<file path="src/rtl/csr_pkg.sv">
`default_nettype none

package csr_pkg;

    typedef logic [13:0] csr_addr_t;

    localparam csr_addr_t CSR_CRMD   = 14'd0;
    localparam csr_addr_t CSR_PRMD   = 14'd1;
    localparam csr_addr_t CSR_EUEN   = 14'd2;
    localparam csr_addr_t CSR_ECTL   = 14'd4;
    localparam csr_addr_t CSR_ESTAT  = 14'd5;
    localparam csr_addr_t CSR_ERA    = 14'd6;
    localparam csr_addr_t CSR_BADV   = 14'd7;
    localparam csr_addr_t CSR_EENTRY = 14'd12;
    localparam csr_addr_t CSR_CPUID  = 14'd32;
    localparam csr_addr_t CSR_SAVE0  = 14'd48;
    localparam csr_addr_t CSR_SAVE1  = 14'd49;
    localparam csr_addr_t CSR_SAVE2  = 14'd50;
    localparam csr_addr_t CSR_SAVE3  = 14'd51;

    // software-writable bits per register
    localparam logic [31:0] MASK_CRMD   = 32'h0000_01ff;
    localparam logic [31:0] MASK_PRMD   = 32'h0000_0007;
    localparam logic [31:0] MASK_EUEN   = 32'h0000_0001;
    localparam logic [31:0] MASK_ECTL   = 32'h0000_1bff;  // 12:11 and 9:0
    localparam logic [31:0] MASK_ESTAT  = 32'h0000_0003;  // sw interrupt bits only
    localparam logic [31:0] MASK_ERA    = 32'hffff_ffff;
    localparam logic [31:0] MASK_BADV   = 32'hffff_ffff;
    localparam logic [31:0] MASK_EENTRY = 32'hffff_ffc0;
    localparam logic [31:0] MASK_CPUID  = 32'h0000_0000;
    localparam logic [31:0] MASK_SAVE   = 32'hffff_ffff;  // save0..save3

    localparam logic [31:0] CRMD_RESET = 32'h0000_0008;  // da set

    localparam int CRMD_PLV_LSB    = 0;
    localparam int CRMD_IE         = 2;
    localparam int PRMD_PPLV_LSB   = 0;
    localparam int PRMD_PIE        = 2;
    localparam int ESTAT_IS_LSB    = 2;
    localparam int ESTAT_ECODE_LSB = 16;
    localparam int ESTAT_ESUB_LSB  = 22;
    localparam int ECTL_LIE_LSB    = 0;

    typedef enum logic [1:0] {
        CSR_NONE,
        CSR_RD,
        CSR_WR,
        CSR_XCHG
    } csr_op_e;

    typedef struct packed {
        csr_op_e     op;
        csr_addr_t   addr;
        logic [31:0] wdata;
        logic [31:0] wmask;
    } csr_req_t;

    typedef struct packed {
        logic        crmd_ie;
        logic [9:0]  ectl_lie;
        logic [7:0]  estat_is;  // hw lines
        logic [31:0] eentry;
    } csr_view_t;

endpackage

`default_nettype wire

</file>
<file path="src/rtl/trap_pkg.sv">
`default_nettype none

package trap_pkg;

    typedef enum logic [5:0] {
        INT = 6'h00,
        PIL = 6'h01,
        PIS = 6'h02,
        PIF = 6'h03,
        PME = 6'h04,
        PPI = 6'h07,
        ADE = 6'h08,
        ALE = 6'h09,
        SYS = 6'h0b,
        BRK = 6'h0c,
        INE = 6'h0d
    } ecode_e;

    typedef struct packed {
        logic        excp;
        logic        ertn;
        ecode_e      ecode;
        logic [8:0]  esubcode;
        logic [31:0] pc;
        logic [31:0] bad_va;
    } pipe_excp_t;

    typedef enum logic [1:0] {
        TRAP_NONE,
        TRAP_INT,
        TRAP_EXC,
        TRAP_ERTN
    } trap_kind_e;

    typedef struct packed {
        trap_kind_e  kind;
        ecode_e      ecode;
        logic [8:0]  esubcode;
        logic [31:0] era;
        logic        badv_we;
        logic [31:0] badv;
    } trap_event_t;

    // address-related exceptions record the faulting va
    function automatic logic ecode_sets_badv(input ecode_e code);
        return code inside {ADE, ALE, PIL, PIS, PIF, PME, PPI};
    endfunction

endpackage

`default_nettype wire

</file>
<file path="src/rtl/csr_regfile.sv">
`timescale 1ns/1ps
`default_nettype none

module csr_regfile
    import csr_pkg::*;
    import trap_pkg::*;
(
    input  wire              clk,
    input  wire              rst_n,
    input  wire csr_req_t    csr_req_i,
    input  wire [7:0]        interrupt_i,
    input  wire trap_event_t trap_i,
    output logic [31:0]      rd_data_o,
    output csr_view_t        view_o,
    output logic [31:0]      era_o
);

    typedef struct packed {
        logic       crmd;
        logic       prmd;
        logic       euen;
        logic       ectl;
        logic       estat;
        logic       era;
        logic       badv;
        logic       eentry;
        logic [3:0] save;
    } csr_sel_t;

    logic [31:0]      crmd_q;
    logic [31:0]      prmd_q;
    logic [31:0]      euen_q;
    logic [31:0]      ectl_q;
    logic [31:0]      estat_q;
    logic [31:0]      era_q;
    logic [31:0]      badv_q;
    logic [31:0]      eentry_q;
    logic [3:0][31:0] save_q;

    csr_sel_t    wsel;      // one-hot
    logic        wr_en;
    logic [31:0] wr_bits;
    logic [31:0] rd_val;

    function automatic logic [31:0] merge(input logic [31:0] old_val,
                                          input logic [31:0] data,
                                          input logic [31:0] bits,
                                          input logic [31:0] mask);
        logic [31:0] hit;
        hit = bits & mask;
        return (old_val & ~hit) | (data & hit);
    endfunction

    assign wr_bits = (csr_req_i.op == CSR_XCHG) ? csr_req_i.wmask : '1;
    assign wr_en   = (csr_req_i.op == CSR_WR || csr_req_i.op == CSR_XCHG) &&
                     (trap_i.kind == TRAP_NONE);  // no write in a trap cycle

    always_comb begin
        wsel = '0;
        case (csr_req_i.addr)
            CSR_CRMD:   wsel.crmd    = 1'b1;
            CSR_PRMD:   wsel.prmd    = 1'b1;
            CSR_EUEN:   wsel.euen    = 1'b1;
            CSR_ECTL:   wsel.ectl    = 1'b1;
            CSR_ESTAT:  wsel.estat   = 1'b1;
            CSR_ERA:    wsel.era     = 1'b1;
            CSR_BADV:   wsel.badv    = 1'b1;
            CSR_EENTRY: wsel.eentry  = 1'b1;
            CSR_SAVE0:  wsel.save[0] = 1'b1;
            CSR_SAVE1:  wsel.save[1] = 1'b1;
            CSR_SAVE2:  wsel.save[2] = 1'b1;
            CSR_SAVE3:  wsel.save[3] = 1'b1;
            default:    ;
        endcase
    end

    always_comb begin
        case (csr_req_i.addr)
            CSR_CRMD:   rd_val = crmd_q;
            CSR_PRMD:   rd_val = prmd_q;
            CSR_EUEN:   rd_val = euen_q;
            CSR_ECTL:   rd_val = ectl_q;
            CSR_ESTAT:  rd_val = estat_q;
            CSR_ERA:    rd_val = era_q;
            CSR_BADV:   rd_val = badv_q;
            CSR_EENTRY: rd_val = eentry_q;
            CSR_CPUID:  rd_val = '0;  // read-only zero
            CSR_SAVE0:  rd_val = save_q[0];
            CSR_SAVE1:  rd_val = save_q[1];
            CSR_SAVE2:  rd_val = save_q[2];
            CSR_SAVE3:  rd_val = save_q[3];
            default:    rd_val = '0;
        endcase
    end

    assign rd_data_o = (csr_req_i.op == CSR_NONE) ? '0 : rd_val;

    always_ff @(posedge clk) begin
        if (!rst_n) begin
            crmd_q   <= CRMD_RESET;
            prmd_q   <= '0;
            euen_q   <= '0;
            ectl_q   <= '0;
            estat_q  <= '0;
            era_q    <= '0;
            badv_q   <= '0;
            eentry_q <= '0;
            save_q   <= '0;
        end else begin
            if (wr_en) begin
                if (wsel.crmd)   crmd_q   <= merge(crmd_q, csr_req_i.wdata, wr_bits, MASK_CRMD);
                if (wsel.prmd)   prmd_q   <= merge(prmd_q, csr_req_i.wdata, wr_bits, MASK_PRMD);
                if (wsel.euen)   euen_q   <= merge(euen_q, csr_req_i.wdata, wr_bits, MASK_EUEN);
                if (wsel.ectl)   ectl_q   <= merge(ectl_q, csr_req_i.wdata, wr_bits, MASK_ECTL);
                if (wsel.estat)  estat_q  <= merge(estat_q, csr_req_i.wdata, wr_bits, MASK_ESTAT);
                if (wsel.era)    era_q    <= merge(era_q, csr_req_i.wdata, wr_bits, MASK_ERA);
                if (wsel.badv)   badv_q   <= merge(badv_q, csr_req_i.wdata, wr_bits, MASK_BADV);
                if (wsel.eentry) eentry_q <= merge(eentry_q, csr_req_i.wdata, wr_bits,
                                                   MASK_EENTRY);
                for (int i = 0; i < 4; i++) begin
                    if (wsel.save[i]) begin
                        save_q[i] <= merge(save_q[i], csr_req_i.wdata, wr_bits, MASK_SAVE);
                    end
                end
            end
            estat_q[ESTAT_IS_LSB +: 8] <= interrupt_i;  // sampled every cycle
            case (trap_i.kind)
                TRAP_INT, TRAP_EXC: begin
                    prmd_q[PRMD_PPLV_LSB +: 2]    <= crmd_q[CRMD_PLV_LSB +: 2];
                    prmd_q[PRMD_PIE]              <= crmd_q[CRMD_IE];
                    crmd_q[CRMD_PLV_LSB +: 2]     <= 2'b00;  // enter plv0, masked
                    crmd_q[CRMD_IE]               <= 1'b0;
                    era_q                         <= trap_i.era;
                    estat_q[ESTAT_ECODE_LSB +: 6] <= trap_i.ecode;
                    estat_q[ESTAT_ESUB_LSB +: 9]  <= trap_i.esubcode;
                    if (trap_i.badv_we) begin
                        badv_q <= trap_i.badv;
                    end
                end
                TRAP_ERTN: begin
                    crmd_q[CRMD_PLV_LSB +: 2] <= prmd_q[PRMD_PPLV_LSB +: 2];
                    crmd_q[CRMD_IE]           <= prmd_q[PRMD_PIE];
                end
                default: ;
            endcase
        end
    end

    assign view_o.crmd_ie  = crmd_q[CRMD_IE];
    assign view_o.ectl_lie = ectl_q[ECTL_LIE_LSB +: 10];
    assign view_o.estat_is = estat_q[ESTAT_IS_LSB +: 8];
    assign view_o.eentry   = eentry_q;  // low bits held zero by the mask
    assign era_o           = era_q;

    a_cpuid_zero: assert property (@(posedge clk) disable iff (!rst_n)
        (csr_req_i.op != CSR_NONE && csr_req_i.addr == CSR_CPUID) |-> rd_data_o == '0)
        else $error("cpuid read back nonzero");

endmodule

`default_nettype wire

</file>
<file path="src/rtl/csr_top.sv">
`timescale 1ns/1ps
`default_nettype none

module csr_top
    import csr_pkg::*;
    import trap_pkg::*;
(
    input  wire                   clk,
    input  wire                   rst_n,
    input  wire csr_req_t         csr_req_i,
    input  wire pipe_excp_t [1:0] excp_i,
    input  wire [7:0]             interrupt_i,
    output logic [31:0]           rd_data_o,
    output logic [1:0]            flush_o,
    output logic [31:0]           redirect_addr_o
);

    csr_view_t   view;
    logic [31:0] era;
    trap_event_t trap;  // fed back for the state update

    csr_regfile u_regfile (
        .clk         (clk),
        .rst_n       (rst_n),
        .csr_req_i   (csr_req_i),
        .interrupt_i (interrupt_i),
        .trap_i      (trap),
        .rd_data_o   (rd_data_o),
        .view_o      (view),
        .era_o       (era)
    );

    trap_unit u_trap (
        .clk             (clk),
        .rst_n           (rst_n),
        .excp_i          (excp_i),
        .view_i          (view),
        .era_i           (era),
        .trap_o          (trap),
        .flush_o         (flush_o),
        .redirect_addr_o (redirect_addr_o)
    );

endmodule

`default_nettype wire

</file>
<file path="src/rtl/trap_unit.sv">
`timescale 1ns/1ps
`default_nettype none

module trap_unit
    import csr_pkg::*;
    import trap_pkg::*;
(
    input  wire                   clk,     // assertions only
    input  wire                   rst_n,
    input  wire pipe_excp_t [1:0] excp_i,  // [1] is the older pipe
    input  wire csr_view_t        view_i,
    input  wire [31:0]            era_i,
    output trap_event_t           trap_o,
    output logic [1:0]            flush_o,
    output logic [31:0]           redirect_addr_o
);

    logic int_pending;

    // lie[9:2] lines up with the hw lines in estat.is
    assign int_pending = view_i.crmd_ie && |(view_i.ectl_lie[9:2] & view_i.estat_is);

    always_comb begin
        logic taken;
        trap_o          = '0;
        flush_o         = 2'b00;
        redirect_addr_o = '0;
        taken           = 1'b0;

        if (int_pending) begin
            trap_o.kind     = TRAP_INT;
            trap_o.ecode    = INT;
            trap_o.era      = excp_i[1].pc;  // resume at the older instruction
            flush_o         = 2'b11;
            redirect_addr_o = view_i.eentry;
            taken           = 1'b1;
        end

        // older pipe first, exception before ertn
        for (int p = 1; p >= 0; p--) begin
            if (!taken && excp_i[p].excp) begin
                trap_o.kind     = TRAP_EXC;
                trap_o.ecode    = excp_i[p].ecode;
                trap_o.esubcode = excp_i[p].esubcode;
                trap_o.era      = excp_i[p].pc;
                trap_o.badv_we  = ecode_sets_badv(excp_i[p].ecode);
                trap_o.badv     = excp_i[p].bad_va;
                flush_o         = (p == 1) ? 2'b11 : 2'b01;
                redirect_addr_o = view_i.eentry;
                taken           = 1'b1;
            end else if (!taken && excp_i[p].ertn) begin
                trap_o.kind     = TRAP_ERTN;
                flush_o         = (p == 1) ? 2'b11 : 2'b01;
                redirect_addr_o = era_i;
                taken           = 1'b1;
            end
        end
    end

    a_flush_kind: assert property (@(posedge clk) disable iff (!rst_n)
        (flush_o != 2'b00) == (trap_o.kind != TRAP_NONE))
        else $error("flush and trap kind disagree");

    a_one_event: assert property (@(posedge clk) disable iff (!rst_n)
        !(excp_i[1].excp && excp_i[1].ertn) && !(excp_i[0].excp && excp_i[0].ertn))
        else $error("pipe raised excp and ertn together");

endmodule

`default_nettype wire

</file>
<file path="config.mk">
export PLATFORM = sky130hd
export DESIGN_NAME = csr_top
export DESIGN_NICKNAME = d
export VERILOG_FILES = /design/src/rtl/csr_pkg.sv /design/src/rtl/trap_pkg.sv /design/src/rtl/csr_regfile.sv /design/src/rtl/csr_top.sv /design/src/rtl/trap_unit.sv
export SDC_FILE = /design/constraint.sdc
export NUM_CORES = 1
export LEC_CHECK = 0
export BUFFER_PORTS_ARGS = -buffer_cell sky130_fd_sc_hd__buf_4
export CAP_MARGIN = 20
export CORE_MARGIN = 5
export CORE_UTILIZATION = 35
export DETAILED_ROUTE_END_ITERATION = 8
export SYNTH_ARGS = -nofsm -noshare
export SYNTH_HDL_FRONTEND = slang
export SYNTH_SLANG_ARGS = --single-unit
</file>
<file path="constraint.sdc">
create_clock -name clk -period 4.3 [get_ports clk]
set_clock_uncertainty 0.05 [all_clocks]
set_input_delay 0 -clock clk [delete_from_list [all_inputs] [get_ports clk]]
set_output_delay 0 -clock clk [all_outputs]
set_load 0.02 [all_outputs]
</file>
==> impl_metrics.tcl <==
set metrics [dict create \
    dr.pass1.iters 7 \
    cp.arrival_ps 4610 \
    finalWirelength_um 77330 \
    final_nets 2629 \
    vias 18980 \
    synth.most_common_cell "dfxtp_1" \
    cts-root-buf "clkbuf_16" \
    synthTopCellsByArea "dfxtp_1, a21oi_1, nand3_1" \
    vdd_drop_max_mv 0.2239 \
    nFillCells 3990 \
    numCtsBuffers 31 \
    cts_sinks 268 \
    ys_types 66 \
    place.gp.congestion 0.9300 \
    p_per_area_nw_per_um2 278.0 \
    multi_input_area_um2 8796 \
    status "finished, final reports clean" \
    overflow 0 \
    hold_violations 0 \
    synth_top_area_share_pct 35.78 \
    dieArea_um2 47080 \
    synth_seq_cells 268 \
    rsz0062_at_grt "no" \
    critPathLaunchType "flop" \
    hold_path.startpoint "csr_req_i[0]" \
    synth-edff-count 0 \
    setup_viol 0 \
    yosys.area.top_type "dfxtp_1" \
    drc 0 \
    h-tree-depth 1 \
    drive_gt1_share_pct 22.95 \
    total_power_mw 6.008 \
    via_per_inst 6.465 \
    die_w_um 217.0 \
    grt_pass1_wl_um 114500 \
    tightest_slew_ps 1073 \
    io_buffers 317 \
    p_leak_nw 7.947 \
    maxCapViolations 0 \
    synthArstFlopShare_pct 0 \
    ys_seq_area_share_pct 35.78 \
    start_util_pct 35.59 \
    rows 75 \
    fmax_mhz 241.8 \
    post_drt_wl_per_cell_um 26.34 \
    ant_nets 0 \
    synth_cells 1895 \
    fin_crit_ps 4136 \
    required_ps 4770 \
    cts_tree "built" \
    hp-class "in2reg" \
    slew_headroom_pct 28.46 \
    die_h_um 217.0 \
    synthFlopType "dfxtp_1" \
    dp_hpwl_um 50140 \
    clockBufferDepth 3 \
    syn_nets 2150 \
    cp_max_fo 17 \
    grt_pass1_vias 19010 \
    grt_usage_pct 30.70 \
    grt_max_degree 94 \
    syn_area_um2 14990 \
    slew_violations 0 \
    finalCritPeriodShare_pct 96.18 \
    fp.coreArea_um2 42130 \
    clk_latency_ps 580 \
    ioPinCount 318 \
    area_delta_synth_final_pct 44.12 \
    initialDrtViolationCount 2671 \
    path_class "reg2reg" \
    clkTransAtPathRegs_ps 60 \
    yosys-top-cells-count "dfxtp_1, a21oi_1, nand3_1" \
    yosysWarnings 0 \
    antenna_found_initial 4 \
    register_area_um2 5365 \
    crit_path_end_kind "flop" \
    synth_area_per_cell_um2 7.913 \
    tns_ps 0 \
]
cell families (layout without fill, tap and decap cells):
family / after synthesis / in the layout / synth area share (%)
AO/OA/AOI/OAI: 737 / 737 / 32.41
XOR/XNOR: 2 / 2 / 0.1168
adder cells (fa/ha/maj): 3 / 3 / 0.2504
buffers and inverters: 231 / 728 / 6.484
flip-flops: 268 / 268 / 35.78
multiplexers: 40 / 40 / 2.804
other: 0 / 5 / 0
AND/OR/NAND/NOR: 614 / 614 / 22.15
critical path: stages (launching register included):
cell	delay (ps)
dfxtp_1	330
a22oi_1	310
nand2_1	170
o21ai_0	280
buf_4	190
o21ai_0	110
inv_1	110
ha_1	240
and2_2	450
and2_2	430
nand3_1	120
dlygate4sd3_1	570
a21oi_1	140
dlygate4sd3_1	570
layout by cell type, fill, tap and decap left out, drive strengths merged, types with 4 or more instances in the layout:
master       instances
nor3                60
nor4b                4
nand3              205
a22oi               45
or3                  4
a21oi              220
nor4                13
and4                 5
nand2              101
clkinv               7
diode                5
or2                 42
buf                387
a222oi              33
dfxtp              268
a22o                34
a311o               31
or4                  5
nor2                69
nand4               39
clkbuf              43
inv                  8
and2                17
a31oi               20
dlygate4sd3        283
o31ai               33
mux2                 6
o221a               15
mux2i               33
a221oi              14
o21ai              215
a311oi              31
a2111oi             30
and3                31
what timing repair did:
action / CTS / global route
endpoints found under the setup margin: 0 / 13
endpoints found under the hold margin: 268 / 0
resized for setup: 0 / 3
hold buffers: 283 / 0
buffers inserted: 0 / 3
power breakdown:
group | leakage (nW) | internal [mW] | switching, mW
Sequential | 2.17 | 2.53 | 0.0525
Clock | 0.470 | 1.42 | 1.11
Combinational | 5.31 | 0.420 | 0.472
Total | 7.95 | 4.38 | 1.63
through the flow:
step	util, %	hold slack (ps)	cell area [µm²]	std cells	setup slack, ps
after CTS	51.09	5.603	21530	2926	15.03
after detailed placement	42.15	166.2	17760	2592	768.6
after global placement	42.15	175.3	17760	2592	854.9
after floorplan	-	77.29	14990	1895	1101
after global routing	51.28	62.72	21600	2934	19.53
final	51.29	30.41	21610	2936	164.4
final timing paths:
path	slack, ps	cells past startpoint	to
hold reg to reg	420	2	flop
setup / recovery	160	13	flop
setup reg to reg	160	13	flop
hold / removal	30	4	flop
layer usage:
metal | GRT usage, % | vias up | part of all wire (%) | wire length, µm
li1 | - | 8234 | - | -
met1 | 39.76 | 9125 | 39 | 29790
met2 | 48.95 | 1371 | 45 | 34780
met3 | 7.754 | 252 | 12 | 9432
met4 | 12.77 | 0 | 4.3 | 3324
met5 | 0 | - | 0 | 0
layout make-up:
| class | count | area share [%] |
|---|---|---|
| flip-flops and latches | 268 | 24.83 |
| clock inverters | 8 | 0.2027 |
| multi-input cells | 1396 | 40.70 |
| repair buffers | 670 | 26.82 |
| inverters | 7 | 0.1448 |
| clock buffers | 43 | 4.123 |
| diodes | 5 | 0.05790 |
| well taps | 539 | 3.121 |
Note: power is estimated with default switching activity, not from simulation.
